--- src/source/dma_defines.svh ---
//------------------------------
// width, depth and opcode constants of the DMA front end
// included by the package and by modules that size storage
//------------------------------
`ifndef DMA_DEFINES_SVH
`define DMA_DEFINES_SVH

`define DMA_ADDR_W      32
`define DMA_DATA_W      32
`define DMA_ID_W        32
`define DMA_REP_W       32
`define DMA_TAG_W       5
`define DMA_FIFO_DEPTH  3
// opcode field, codes above OP_STAT are unknown
`define DMA_OP_W        3
`define DMA_WORD_BYTES  4

`endif

--- src/source/dma_pkg.sv ---
//------------------------------
// shared types of the DMA front end
// imported by every module and by the testbench
//------------------------------
`include "dma_defines.svh"
`default_nettype none

package dma_pkg;

    typedef logic [`DMA_ADDR_W-1:0] addr_t;
    typedef logic [`DMA_DATA_W-1:0] data_t;
    typedef logic [`DMA_ID_W-1:0]   tf_id_t;
    typedef logic [`DMA_REP_W-1:0]  rep_t;
    typedef logic [`DMA_TAG_W-1:0]  tag_t;

    // encoded 0 to 5, codes 6 and 7 are unknown
    typedef enum logic [`DMA_OP_W-1:0] {
        OP_SRC,
        OP_DST,
        OP_STR,
        OP_REP,
        OP_CPY,
        OP_STAT
    } dma_op_e;

    //------------------------------
    // accelerator port
    //------------------------------
    typedef struct packed {
        tag_t    tag;
        dma_op_e op;
        data_t   arg_a;
        data_t   arg_b;
    } acc_req_t;

    typedef struct packed {
        tag_t  tag;
        data_t data;
        logic  error;
    } acc_rsp_t;

    // one copy job, length in bytes
    typedef struct packed {
        addr_t src;
        addr_t dst;
        rep_t  length;
        rep_t  reps;
        rep_t  src_stride;
        rep_t  dst_stride;
    } dma_job_t;

    //------------------------------
    // wishbone classic
    //------------------------------
    typedef struct packed {
        logic                       cyc;
        logic                       stb;
        logic                       we;
        addr_t                      adr;
        data_t                      dat;
        logic [`DMA_WORD_BYTES-1:0] sel;
    } wb_m2s_t;

    typedef struct packed {
        logic  ack;
        data_t dat;
    } wb_s2m_t;

    typedef enum logic [1:0] {
        IDLE,
        READ,
        WRITE,
        NEXT
    } eng_state_e;

endpackage

`default_nettype wire

--- src/source/dma_cfg_regs.sv ---
//------------------------------
// configuration registers and transfer-id counters
// written by the decoder strobes, counts issued and retired jobs
//------------------------------
`default_nettype none

module dma_cfg_regs import dma_pkg::*; (
    input  wire logic     clk_i,
    input  wire logic     rst_n_i,
    input  wire logic     wr_src_i,
    input  wire logic     wr_dst_i,
    input  wire logic     wr_str_i,
    input  wire logic     wr_rep_i,
    input  wire data_t    arg_a_i,
    input  wire data_t    arg_b_i,
    input  wire logic     issue_i,
    input  wire logic     retire_i,
    output dma_job_t      cfg_o,
    output tf_id_t        next_id_o,
    output tf_id_t        completed_id_o
);

    dma_job_t cfg_q;
    tf_id_t   next_id_q;
    tf_id_t   completed_id_q;

    always_ff @(posedge clk_i or negedge rst_n_i) begin
        if (!rst_n_i) begin
            cfg_q          <= '0;
            next_id_q      <= tf_id_t'(1);
            completed_id_q <= '0;
        end else begin
            if (wr_src_i) cfg_q.src <= arg_a_i;
            if (wr_dst_i) cfg_q.dst <= arg_a_i;
            if (wr_str_i) begin
                cfg_q.src_stride <= arg_a_i;
                cfg_q.dst_stride <= arg_b_i;
            end
            if (wr_rep_i) cfg_q.reps <= arg_a_i;
            if (issue_i)  next_id_q <= next_id_q + tf_id_t'(1);
            if (retire_i) completed_id_q <= completed_id_q + tf_id_t'(1);
        end
    end

    // length comes from the copy op itself
    always_comb begin
        cfg_o        = cfg_q;
        cfg_o.length = '0;
    end

    assign next_id_o      = next_id_q;
    assign completed_id_o = completed_id_q;

    // engine can only retire jobs the decoder has issued
    a_retire_after_issue: assert property (@(posedge clk_i) disable iff (!rst_n_i)
        completed_id_q < next_id_q);

endmodule

`default_nettype wire

--- src/source/dma_inst_decode.sv ---
//------------------------------
// decodes accelerator requests into register writes, jobs and responses
// purely combinational, sits between the port, cfg regs and queue
//------------------------------
`default_nettype none

module dma_inst_decode import dma_pkg::*; (
    input  wire acc_req_t acc_req_i,
    input  wire logic     acc_req_valid_i,
    input  wire dma_job_t cfg_i,
    input  wire tf_id_t   next_id_i,
    input  wire tf_id_t   completed_id_i,
    input  wire logic     busy_i,
    input  wire logic     job_ready_i,
    input  wire logic     rsp_ready_i,
    output logic          acc_req_ready_o,
    output logic          wr_src_o,
    output logic          wr_dst_o,
    output logic          wr_str_o,
    output logic          wr_rep_o,
    output data_t         arg_a_o,
    output data_t         arg_b_o,
    output logic          issue_o,
    output dma_job_t      job_o,
    output logic          job_valid_o,
    output acc_rsp_t      rsp_o,
    output logic          rsp_valid_o
);

    assign arg_a_o = acc_req_i.arg_a;
    assign arg_b_o = acc_req_i.arg_b;

    // job from stored config, one row unless 2-D is requested
    always_comb begin
        job_o        = cfg_i;
        job_o.length = acc_req_i.arg_a;
        if (!acc_req_i.arg_b[1]) job_o.reps = rep_t'(1);
    end

    always_comb begin
        acc_req_ready_o = 1'b0;
        wr_src_o        = 1'b0;
        wr_dst_o        = 1'b0;
        wr_str_o        = 1'b0;
        wr_rep_o        = 1'b0;
        issue_o         = 1'b0;
        job_valid_o     = 1'b0;
        rsp_valid_o     = 1'b0;
        // unknown ops answer with the error flag
        rsp_o           = '{tag: acc_req_i.tag, data: '0, error: 1'b1};

        if (acc_req_valid_i) begin
            case (acc_req_i.op)
                OP_SRC: begin
                    wr_src_o        = 1'b1;
                    acc_req_ready_o = 1'b1;
                end
                OP_DST: begin
                    wr_dst_o        = 1'b1;
                    acc_req_ready_o = 1'b1;
                end
                OP_STR: begin
                    wr_str_o        = 1'b1;
                    acc_req_ready_o = 1'b1;
                end
                OP_REP: begin
                    wr_rep_o        = 1'b1;
                    acc_req_ready_o = 1'b1;
                end
                OP_CPY: begin
                    // needs room in both the skid buffer and the queue
                    job_valid_o = rsp_ready_i;
                    rsp_o.data  = next_id_i;
                    rsp_o.error = 1'b0;
                    if (rsp_ready_i && job_ready_i) begin
                        issue_o         = 1'b1;
                        rsp_valid_o     = 1'b1;
                        acc_req_ready_o = 1'b1;
                    end
                end
                OP_STAT: begin
                    rsp_o.error = 1'b0;
                    case (acc_req_i.arg_b[1:0])
                        2'd0:    rsp_o.data = completed_id_i;
                        2'd1:    rsp_o.data = next_id_i;
                        2'd2:    rsp_o.data = data_t'(busy_i);
                        default: rsp_o.data = data_t'(!job_ready_i);
                    endcase
                    rsp_valid_o     = rsp_ready_i;
                    acc_req_ready_o = rsp_ready_i;
                end
                default: begin
                    rsp_valid_o     = rsp_ready_i;
                    acc_req_ready_o = rsp_ready_i;
                end
            endcase
        end
    end

endmodule

`default_nettype wire

--- src/source/dma_job_fifo.sv ---
//------------------------------
// circular queue of pending copy jobs
// filled by the decoder, drained by the copy engine
//------------------------------
`include "dma_defines.svh"
`default_nettype none

module dma_job_fifo import dma_pkg::*; (
    input  wire logic     clk_i,
    input  wire logic     rst_n_i,
    input  wire dma_job_t push_i,
    input  wire logic     push_valid_i,
    output logic          push_ready_o,
    output dma_job_t      pop_o,
    output logic          pop_valid_o,
    input  wire logic     pop_ready_i,
    output logic          empty_o
);

    localparam int unsigned DEPTH = `DMA_FIFO_DEPTH;
    localparam int unsigned PTR_W = $clog2(DEPTH);
    localparam int unsigned CNT_W = $clog2(DEPTH + 1);

    dma_job_t           mem_q [DEPTH];
    logic [PTR_W-1:0]   wr_ptr_q, rd_ptr_q;
    logic [CNT_W-1:0]   count_q;
    logic               push, pop, full;

    assign full         = (count_q == CNT_W'(DEPTH));
    assign empty_o      = (count_q == '0);
    assign push_ready_o = !full;
    assign pop_valid_o  = !empty_o;
    assign pop_o        = mem_q[rd_ptr_q];
    assign push         = push_valid_i && push_ready_o;
    assign pop          = pop_valid_o && pop_ready_i;

    always_ff @(posedge clk_i or negedge rst_n_i) begin
        if (!rst_n_i) begin
            wr_ptr_q <= '0;
            rd_ptr_q <= '0;
            count_q  <= '0;
        end else begin
            if (push) wr_ptr_q <= (wr_ptr_q == PTR_W'(DEPTH - 1)) ? '0 : wr_ptr_q + 1'b1;
            if (pop)  rd_ptr_q <= (rd_ptr_q == PTR_W'(DEPTH - 1)) ? '0 : rd_ptr_q + 1'b1;
            count_q <= count_q + CNT_W'(push) - CNT_W'(pop);
        end
    end

    always_ff @(posedge clk_i) begin
        if (push) mem_q[wr_ptr_q] <= push_i;
    end

    // a push while full would overwrite the head entry
    a_no_push_full: assert property (@(posedge clk_i) disable iff (!rst_n_i)
        (full && !pop) |=> $stable(pop_o));

endmodule

`default_nettype wire

--- src/source/dma_copy_engine.sv ---
//------------------------------
// runs one job at a time as 1-D or 2-D word copies
// one wishbone read then one write per word
//------------------------------
`include "dma_defines.svh"
`default_nettype none

module dma_copy_engine import dma_pkg::*; (
    input  wire logic     clk_i,
    input  wire logic     rst_n_i,
    input  wire dma_job_t job_i,
    input  wire logic     job_valid_i,
    output logic          job_ready_o,
    output wb_m2s_t       wb_m2s_o,
    input  wire wb_s2m_t  wb_s2m_i,
    output logic          retire_o,
    output logic          busy_o
);

    localparam int unsigned WORD_SHIFT = $clog2(`DMA_WORD_BYTES);

    eng_state_e state_q;
    dma_job_t   job_q;
    rep_t       rep_idx_q, word_idx_q;
    addr_t      src_row_q, dst_row_q;
    data_t      data_q;
    rep_t       num_words;
    addr_t      word_off;
    logic       last_row;

    assign num_words   = job_q.length >> WORD_SHIFT;
    assign word_off    = addr_t'(word_idx_q << WORD_SHIFT);
    // zero words or zero reps end the job at the first row check
    assign last_row    = (num_words == '0) || (rep_idx_q + rep_t'(1) >= job_q.reps);
    assign job_ready_o = (state_q == IDLE);
    assign busy_o      = (state_q != IDLE);
    assign retire_o    = (state_q == NEXT) && last_row;

    // bus outputs
    always_comb begin
        wb_m2s_o     = '0;
        wb_m2s_o.sel = '1;
        wb_m2s_o.cyc = (state_q == READ) || (state_q == WRITE);
        wb_m2s_o.stb = wb_m2s_o.cyc;
        wb_m2s_o.we  = (state_q == WRITE);
        wb_m2s_o.adr = (state_q == WRITE) ? dst_row_q + word_off : src_row_q + word_off;
        wb_m2s_o.dat = data_q;
    end

    always_ff @(posedge clk_i or negedge rst_n_i) begin
        if (!rst_n_i) begin
            state_q    <= IDLE;
            rep_idx_q  <= '0;
            word_idx_q <= '0;
        end else begin
            case (state_q)
                IDLE: begin
                    rep_idx_q  <= '0;
                    word_idx_q <= '0;
                    if (job_valid_i) begin
                        state_q <= ((job_i.length >> WORD_SHIFT) == '0 || job_i.reps == '0)
                                   ? NEXT : READ;
                    end
                end
                READ: if (wb_s2m_i.ack) state_q <= WRITE;
                WRITE: begin
                    if (wb_s2m_i.ack) begin
                        if (word_idx_q + rep_t'(1) == num_words) begin
                            state_q <= NEXT;
                        end else begin
                            word_idx_q <= word_idx_q + rep_t'(1);
                            state_q    <= READ;
                        end
                    end
                end
                NEXT: begin
                    if (last_row) begin
                        state_q <= IDLE;
                    end else begin
                        rep_idx_q  <= rep_idx_q + rep_t'(1);
                        word_idx_q <= '0;
                        state_q    <= READ;
                    end
                end
                default: state_q <= IDLE;
            endcase
        end
    end

    // job copy, row bases and read data
    always_ff @(posedge clk_i) begin
        if (state_q == IDLE && job_valid_i) begin
            job_q     <= job_i;
            src_row_q <= job_i.src;
            dst_row_q <= job_i.dst;
        end
        if (state_q == NEXT && !last_row) begin
            src_row_q <= src_row_q + job_q.src_stride;
            dst_row_q <= dst_row_q + job_q.dst_stride;
        end
        if (state_q == READ && wb_s2m_i.ack) data_q <= wb_s2m_i.dat;
    end

    // strobe held with cyc and a stable address until the slave acks
    a_stb_hold: assert property (@(posedge clk_i) disable iff (!rst_n_i)
        (wb_m2s_o.stb && !wb_s2m_i.ack) |=>
            (wb_m2s_o.stb && wb_m2s_o.cyc && $stable(wb_m2s_o.adr)));

endmodule

`default_nettype wire

--- src/source/dma_rsp_skid.sv ---
//------------------------------
// two-entry response buffer with a registered ready
// keeps the request side off the response back-pressure path
//------------------------------
`default_nettype none

module dma_rsp_skid import dma_pkg::*; (
    input  wire logic     clk_i,
    input  wire logic     rst_n_i,
    input  wire acc_rsp_t in_i,
    input  wire logic     in_valid_i,
    output logic          in_ready_o,
    output acc_rsp_t      out_o,
    output logic          out_valid_o,
    input  wire logic     out_ready_i
);

    acc_rsp_t   slot_q [2];
    logic       wr_ptr_q, rd_ptr_q;
    logic [1:0] count_q, count_d;
    logic       ready_q, push, pop;

    assign push        = in_valid_i && ready_q;
    assign pop         = out_valid_o && out_ready_i;
    assign count_d     = count_q + 2'(push) - 2'(pop);
    assign in_ready_o  = ready_q;
    assign out_valid_o = (count_q != 2'd0);
    assign out_o       = slot_q[rd_ptr_q];

    always_ff @(posedge clk_i or negedge rst_n_i) begin
        if (!rst_n_i) begin
            wr_ptr_q <= 1'b0;
            rd_ptr_q <= 1'b0;
            count_q  <= 2'd0;
            ready_q  <= 1'b0;
        end else begin
            if (push) wr_ptr_q <= !wr_ptr_q;
            if (pop)  rd_ptr_q <= !rd_ptr_q;
            count_q <= count_d;
            ready_q <= (count_d != 2'd2);
        end
    end

    always_ff @(posedge clk_i) begin
        if (push) slot_q[wr_ptr_q] <= in_i;
    end

endmodule

`default_nettype wire

--- src/source/dma_frontend_top.sv ---
//------------------------------
// DMA front end top level
// accelerator port in, wishbone classic master out
//------------------------------
`default_nettype none

module dma_frontend_top import dma_pkg::*; (
    input  wire logic     clk_i,
    input  wire logic     rst_n_i,
    input  wire acc_req_t acc_req_i,
    input  wire logic     acc_req_valid_i,
    output logic          acc_req_ready_o,
    output acc_rsp_t      acc_rsp_o,
    output logic          acc_rsp_valid_o,
    input  wire logic     acc_rsp_ready_i,
    output wb_m2s_t       wb_m2s_o,
    input  wire wb_s2m_t  wb_s2m_i
);

    logic     wr_src, wr_dst, wr_str, wr_rep, issue, retire;
    data_t    arg_a, arg_b;
    dma_job_t cfg, dec_job, eng_job;
    tf_id_t   next_id, completed_id;
    logic     job_valid, job_ready, eng_valid, eng_ready;
    logic     fifo_empty, eng_busy;
    acc_rsp_t dec_rsp;
    logic     dec_rsp_valid, dec_rsp_ready;

    dma_cfg_regs u_cfg_regs (
        .clk_i, .rst_n_i,
        .wr_src_i (wr_src), .wr_dst_i (wr_dst), .wr_str_i (wr_str), .wr_rep_i (wr_rep),
        .arg_a_i (arg_a), .arg_b_i (arg_b), .issue_i (issue), .retire_i (retire),
        .cfg_o (cfg), .next_id_o (next_id), .completed_id_o (completed_id)
    );

    dma_inst_decode u_decode (
        .acc_req_i, .acc_req_valid_i, .acc_req_ready_o,
        .cfg_i (cfg), .next_id_i (next_id), .completed_id_i (completed_id),
        .busy_i (eng_busy || !fifo_empty), .job_ready_i (job_ready),
        .rsp_ready_i (dec_rsp_ready),
        .wr_src_o (wr_src), .wr_dst_o (wr_dst), .wr_str_o (wr_str), .wr_rep_o (wr_rep),
        .arg_a_o (arg_a), .arg_b_o (arg_b), .issue_o (issue),
        .job_o (dec_job), .job_valid_o (job_valid),
        .rsp_o (dec_rsp), .rsp_valid_o (dec_rsp_valid)
    );

    dma_job_fifo u_job_fifo (
        .clk_i, .rst_n_i,
        .push_i (dec_job), .push_valid_i (job_valid), .push_ready_o (job_ready),
        .pop_o (eng_job), .pop_valid_o (eng_valid), .pop_ready_i (eng_ready),
        .empty_o (fifo_empty)
    );

    dma_copy_engine u_engine (
        .clk_i, .rst_n_i,
        .job_i (eng_job), .job_valid_i (eng_valid), .job_ready_o (eng_ready),
        .wb_m2s_o, .wb_s2m_i, .retire_o (retire), .busy_o (eng_busy)
    );

    dma_rsp_skid u_rsp_skid (
        .clk_i, .rst_n_i,
        .in_i (dec_rsp), .in_valid_i (dec_rsp_valid), .in_ready_o (dec_rsp_ready),
        .out_o (acc_rsp_o), .out_valid_o (acc_rsp_valid_o), .out_ready_i (acc_rsp_ready_i)
    );

endmodule

`default_nettype wire

--- config.mk ---
export PLATFORM = sky130hd
export DESIGN_NAME = dma_frontend_top
export DESIGN_NICKNAME = d
export VERILOG_FILES = /design/src/source/dma_pkg.sv /design/src/source/dma_cfg_regs.sv /design/src/source/dma_inst_decode.sv /design/src/source/dma_job_fifo.sv /design/src/source/dma_copy_engine.sv /design/src/source/dma_rsp_skid.sv /design/src/source/dma_frontend_top.sv
export VERILOG_INCLUDE_DIRS = /design/src /design/src/source
export SDC_FILE = /design/constraint.sdc
export NUM_CORES = 2
export LEC_CHECK = 0
export ABC_AREA = 1
export BUFFER_PORTS_ARGS = -buffer_cell sky130_fd_sc_hd__buf_2
export CAP_MARGIN = 20
export CORE_ASPECT_RATIO = 0.75
export CORE_MARGIN = 8
export CORE_UTILIZATION = 64
export CTS_BUF_LIST = sky130_fd_sc_hd__clkbuf_8
export CTS_CLUSTER_SIZE = 20
export DETAILED_ROUTE_END_ITERATION = 16
export HOLD_SLACK_MARGIN = 0.03
export PLACE_DENSITY = 0.9
export REMOVE_ABC_BUFFERS = 1
export SLEW_MARGIN = 25
export SYNTH_ARGS = -nofsm -noshare
export SYNTH_HDL_FRONTEND = slang
export SYNTH_SLANG_ARGS = --single-unit
--- constraint.sdc ---
create_clock -name clk_i -period 18.9 [get_ports clk_i]
set_input_delay 3.78 -clock clk_i [delete_from_list [all_inputs] [get_ports clk_i]]
set_output_delay 3.78 -clock clk_i [all_outputs]
set_load 0.1 [all_outputs]
Word-level counts from Yosys, hierarchy flattened
Memory sizes are Yosys's and may differ from the RTL's.
Cells that the tools add are included.
{"block": "word_totals", "mem_bits_ro": 0, "inputBits": 109, "latchBits": 0, "out_inout_bits": 111, "ram_bits": 652, "word_cells": 139, "memories": 2, "reg_bits": 525}
{"memory": "u_job_fifo.mem_q", "depth": 3, "width": 192, "rd": 1, "rd_ports_with_merged_regs": 0, "wr": 1, "line_no": "dma_job_fifo.sv:24", "rtl": "dma_job_t mem_q [DEPTH];"}
{"memory": "u_rsp_skid.slot_q", "depth": 2, "width": 38, "rd": 1, "rd_ports_with_merged_regs": 0, "wr": 1, "line_no": "dma_rsp_skid.sv:18", "rtl": "acc_rsp_t slot_q [2];"}
{"block": "classes", "muxes": 45, "shifts": 0, "bitwise_logic": 0, "eq_ne": 20, "mul": 0, "n_div": 0, "n_lt_le_gt_ge": 1, "n_reduce_logical": 33, "addsub": 14}
{"op": "32-bit two-way mux", "n": 10}
{"op": "32-bit one-hot mux with 3 select lines", "n": 2}
{"op": "32-bit by 1-bit adder with 32-bit output, second input constant", "n": 4}
{"op": "32-bit adder", "n": 4}
{"op": "32-bit zero test", "n": 3}
{"op": "33-bit one-hot mux with 2 select lines", "n": 1}
{"op": "32-bit one-hot mux with 2 select lines", "n": 1}
{"op": "33-bit two-way mux", "n": 1}
{"op": "32-bit by 30-bit == test with 1-bit output", "n": 1}
{"op": "32-bit greater-or-equal comparator", "n": 1}
{"op": "1-bit two-way mux", "n": 20}
{"op": "2-bit two-way mux", "n": 7}
{"op": "2-bit == test, second input constant", "n": 6}
{"op": "2-bit inequality test, second input constant", "n": 5}
{"op": "1-bit logical AND", "n": 8}
{"op": "2-bit one-hot mux with 4 select lines", "n": 1}
{"op": "2-bit nonzero test", "n": 4}
{"op": "3-bit by 2-bit == test with 1-bit output, second input constant", "n": 2}
{"op": "3-bit == test, second input constant", "n": 2}
{"op": "2-bit zero test", "n": 3}
{"op": "1-bit zero test", "n": 5}
{"op": "2-bit by 1-bit adder with 2-bit output", "n": 2}
{"op": "2-bit by 1-bit adder with 2-bit output, second input constant", "n": 2}
{"op": "2-bit by 1-bit == test with 1-bit output, second input constant", "n": 2}
{"op": "11 further kinds", "n": 16}

Longest topological paths before layout
{"block": "logic_depth", "word_depth": 10, "ltp_mapped": 24, "depth_no_buf": 23}

Cells and area by module
A second synthesis with hierarchy kept.
{"block": "unflattened", "cells_unflattened": 5363, "hier_area_um2": 56157.6}
{"module": "dma_job_fifo", "cells_per_inst": 1476, "n_inst": 1, "area_each_um2": 21481.9, "seq_area_each_um2": 17446.7}
{"module": "dma_copy_engine", "cells_per_inst": 2319, "n_inst": 1, "area_each_um2": 18873.1, "seq_area_each_um2": 8318.0}
{"module": "dma_cfg_regs", "cells_per_inst": 799, "n_inst": 1, "area_each_um2": 9695.5, "seq_area_each_um2": 5606.6}
{"module": "dma_inst_decode", "cells_per_inst": 536, "n_inst": 1, "area_each_um2": 3079.2, "seq_area_each_um2": 0.0}
{"module": "dma_rsp_skid", "cells_per_inst": 231, "n_inst": 1, "area_each_um2": 3020.4, "seq_area_each_um2": 2407.3}
{"module": "dma_frontend_top", "cells_per_inst": 2, "n_inst": 1, "area_each_um2": 7.5, "seq_area_each_um2": 0.0}

Worst setup path after synthesis
OpenSTA, ideal clock, no wires.
{"block": "synth_timing", "path_type": "input to register", "from": "input port acc_req_i[64] in the netlist's numbering", "to": "register u_job_fifo.wr_ptr_q[1]", "t_arrival_ps": 18308, "stages": 8, "setup_time_ps": 163, "path_slack_ps": 428, "path_buffers": 0, "required_time_ps": 18737, "cell_sequence": "inv_1 > nand2_1 > nor2_2 > nand3_1 > nor2_1 > inv_1 > nor3_1 > o21bai_1"}
{"block": "synth_via", "elab_chain_len": 4}
{"element": "start: declaration", "line_no": "dma_frontend_top.sv:10", "rtl": "input wire acc_req_t acc_req_i,"}
{"element": "3-bit == test", "line_no": "dma_inst_decode.sv:53", "rtl": "case (acc_req_i.op)"}
{"element": "1-bit two-way mux", "line_no": "dma_inst_decode.sv:53"}
{"element": "1-bit two-way mux", "line_no": "dma_inst_decode.sv:52", "rtl": "if (acc_req_valid_i) begin"}
{"element": "1-bit logical AND", "line_no": "dma_job_fifo.sv:34", "rtl": "assign push = push_valid_i && push_ready_o;"}
{"element": "end signal: assignment", "line_no": "dma_job_fifo.sv:43", "rtl": "if (push) wr_ptr_q <= (wr_ptr_q == PTR_W'(DEPTH - 1)) ? '0 : wr_ptr_q + 1'b1;"}
{"element": "end: declaration", "line_no": "dma_job_fifo.sv:25", "rtl": "logic [PTR_W-1:0] wr_ptr_q, rd_ptr_q;"}
No other way between the ends.
A chain may end at the register's enable or synchronous reset.

==> impl_metrics.json <==
{
  "status": "finished clean",
  "ys_types": 51,
  "pre_cts_slack_ns": 10.33,
  "async_flop_share": 0.2575,
  "worstPathMaxFanout": 58,
  "clk_pin_slew_ns": 0.06,
  "min_path_type": "register to register",
  "antenna_found_initial": 18,
  "met3_length_mm": 19.49,
  "fill_cells": 5484,
  "period_minus_slack_ns": 9.455,
  "vias_per_cell": 5.991,
  "regToRegSetupSlack_ns": 12.11,
  "grt_pass1_vias": 37851,
  "cts_max_level": 4,
  "ios": 220,
  "grt-ovfl-total": 0,
  "fin_ws_ns": 9.445,
  "postRouteAntennaNets": 0,
  "reg2reg_to": "u_engine.dst_row_q[21]",
  "setup_tns_ns": 0,
  "area_delta_synth_final_pct": 10.84,
  "switching_share": 0.4426,
  "hpwlAfterDp_mm": 96.53,
  "yosysTopAreaCell": "edfxtp_1",
  "finalHoldViolations": 0,
  "relSlewSlack": 0.2596,
  "clockBufferDepth": 3,
  "track_usage": 0.3020,
  "rr_worst_depth": 25,
  "firstDrtPassIters": 11,
  "synth-seq-cells": 1169,
  "final_util": 0.7154,
  "placed_cell_area_um2": 55260,
  "ys.flop_type": "edfxtp_1",
  "drv_slew": 0,
  "clock.fmax_mhz": 105.8,
  "fin_area_um2": 58730,
  "synth-edff-count": 868,
  "gp_congestion": 0.9882,
  "layout.nets": 5575,
  "p_leak_nw": 24.95,
  "pwr-share-seq": 0.385,
  "r2r-start": "u_engine.rep_idx_q[0]",
  "die_h_um": 265.2,
  "min_path_cells": 0,
  "critical_path_class": "register to primary output",
  "drcViolationCount": 0,
  "period_share": 0.5003,
  "setup_viol": 0,
  "comb_power_share": 0.402,
  "cp.arrival_ns": 5.68,
  "wl_met2_mm": 63.79,
  "cp_data_required_time_ns": 15.12,
  "dieArea_um2": 92350,
  "vias": 39565,
  "cts-buffers-inserted": 169,
  "cts_sinks": 1169,
  "vdd_drop_max_mv": 0.1700,
  "core_area_um2": 82090,
  "cp-end-kind": "primary output",
  "top_layer_used": "met5",
  "cts-root-buf": "clkbuf_8",
  "wirelength_mm": 143.6,
  "row_count": 91,
  "insertion_delay_ns": 0.87,
  "rsz0062_at_grt": "no",
  "internal_power_mw": 5.311,
  "multiInputGateArea_um2": 16910,
  "layout-drive-gt1-share": 0.1034,
  "grt_pass1_wl_mm": 216.7,
  "wl_met1_mm": 55.84,
  "ff_latch_area_um2": 33600,
  "p_clk_frac": 0.213,
  "die_w_um": 348.2,
  "cts_resized": 0,
  "drt_iter0_drc": 5407,
  "finalPower_mw": 9.529,
  "synth_top_area_share": 0.4919,
  "fin_skew_ns": 0.06354,
  "p_switching_mw": 4.218,
  "yosysSeqAreaShare": 0.6341,
  "cap_violations": 0,
  "postCtsSetupBuffers": 0,
  "cts_tree": "done",
  "worstMarginPinSlew_ns": 1.111,
  "worstSetupEndpoint": "wb_m2s_o[64]",
  "synth_area_per_cell_um2": 10.46,
  "synth_cells": 5067,
  "synthTopCellsByArea": "edfxtp_1, dfrtp_1, nand2_1, inv_1, ha_1",
  "synth_warnings": 0,
  "powerDensity_nw_per_um2": 162.2,
  "io_buffers": 215,
  "cts_hold_buf": 0,
  "grt_max_degree": 149,
  "initial_core_util": 0.6454,
  "syn-cell-area_um2": 52990,
  "critPathLaunch": "u_engine.state_q[0]",
  "startpoint_type": "register",
  "wl_per_cell_um": 21.75
}
[how the worst min path moves through the flow]
stage,to,slack (ns),start
after detailed placement,u_cfg_regs.completed_id_o[10],0.46,u_cfg_regs.completed_id_o[10]
after global placement,u_cfg_regs.completed_id_o[2],0.46,u_cfg_regs.completed_id_o[2]
after floorplan,u_cfg_regs.completed_id_o[10],0.44,u_cfg_regs.completed_id_o[10]
final,u_job_fifo.mem_q[1][157],0.47,u_cfg_regs.cfg_o[157]
after global routing,u_cfg_regs.completed_id_o[10],0.49,u_cfg_regs.completed_id_o[10]
after CTS,u_cfg_regs.completed_id_o[10],0.47,u_cfg_regs.completed_id_o[10]
[area by class of cell]
cell class | instances | area share
Clock inverter | 131 | 0.01408
Multi-Input combinational cell | 3223 | 0.2880
Tap cell | 1116 | 0.02378
Inverter | 504 | 0.03223
Timing Repair Buffer | 260 | 0.02559
Sequential cell | 1169 | 0.5721
Antenna cell | 15 | 0.0006391
Clock buffer | 186 | 0.04359
[layout by cell type, fill, tap and decap left out, drive strengths merged, types with 14 or more instances in the layout]
cell,count
nand3,212
a21o,14
o22ai,16
o21bai,15
buf,260
diode,15
edfxtp,868
clkinv,33
inv,589
a21oi,217
mux2,32
o21ai,321
nor2,312
nor4,23
dfrtp,300
xnor2,39
ha,136
clkbuf,186
nand4,90
a22o,59
nand2,1419
xor2,138
a221oi,52
nor3,57
[through the flow]
step           instances  hold WS, ns
6_report            6604       0.4712
5_1_grt             6598       0.4860
4_1_cts             6587       0.4708
3_5_place_dp        6270       0.4609
3_3_place_gp        6269       0.4557
2_1_floorplan       4896       0.4416
[metal layers]
metal  track usage  vias up
met5             0        -
met4        0.1088        2
met3       0.09110      364
met2        0.4511     2475
met1        0.4228    18885
li1              -    17839
[cell families after synthesis]
group / after synthesis / share of synthesized area
buffers and inverters: 678 / 0.04905
other: 1 / 0.00007077
adder cells (fa/ha/maj): 139 / 0.03325
multiplexers: 32 / 0.006801
AND/OR/NAND/NOR: 2135 / 0.1656
XOR/XNOR: 180 / 0.03053
AO/OA/AOI/OAI: 733 / 0.08064
flip-flops: 1169 / 0.6341
[synth_stat cells (7+ instances only)]
library cell and number:
nand2_1 1416, edfxtp_1 868, inv_1 498, o21ai_0 320, nor2_1 303, dfrtp_1 300, a21oi_1 217, nand3_1 211
xor2_1 138, ha_1 136, clkbuf_1 132, nand4_1 90, a22o_1 59, nor3_1 55, a221oi_1 52, xnor2_1 39
mux2_2 32, buf_1 26, nor4_1 23, o22ai_1 16, o21bai_1 15, a21o_1 14, a31oi_1 9, nand3b_1 9
or2_2 9, buf_2 7, o211ai_1 7, o21a_1 7
[worst max-delay path, cell delays in order, from the launching register on]
cell and delay [ns]:
dfrtp_1 0.42, inv_1 0.12, ha_1 0.16, buf_4 0.40, inv_2 0.19, buf_4 0.38, nand2_1 0.16, nand2_1 0.10
ha_1 0.39, nand3_1 0.10, nand2_1 0.13, a21oi_1 0.12, o21ai_0 0.65, a21oi_1 0.21, o21ai_0 0.47, a21oi_1 0.17
xor2_1 0.18, buf_2 0.45
[flip-flops by register name, summed over array words and instances, names as in the netlist]
signal and flops:
u_job_fifo.mem_q 570, u_cfg_regs.cfg_o 160, u_engine.job_q 126, u_rsp_skid.slot_q 76
u_cfg_regs.completed_id_o 32, u_cfg_regs.next_id_o 32, u_engine.data_q 32, u_engine.dst_row_q 32
u_engine.rep_idx_q 32, u_engine.src_row_q 32, u_engine.word_idx_q 32, u_engine.state_q 2
u_job_fifo.count_q 2, u_job_fifo.rd_ptr_q 2, u_job_fifo.wr_ptr_q 2, u_rsp_skid.count_q 2
u_rsp_skid.in_ready_o 1, u_rsp_skid.rd_ptr_q 1, u_rsp_skid.wr_ptr_q 1
[power by group through the flow]
| stage | logic (mW) | registers (mW) | clock network (mW) |
|---|---|---|---|
| 2_1_floorplan | 2.75 | 3.67 | 0 |
| 3_3_place_gp | 3.66 | 3.67 | 0 |
| 3_5_place_dp | 3.74 | 3.69 | 0 |
| 4_1_cts | 3.77 | 3.64 | 2.03 |
| 5_1_grt | 4.13 | 3.68 | 2.14 |
| 6_report | 3.83 | 3.67 | 2.03 |
Power figures use the tool's default switching activity.
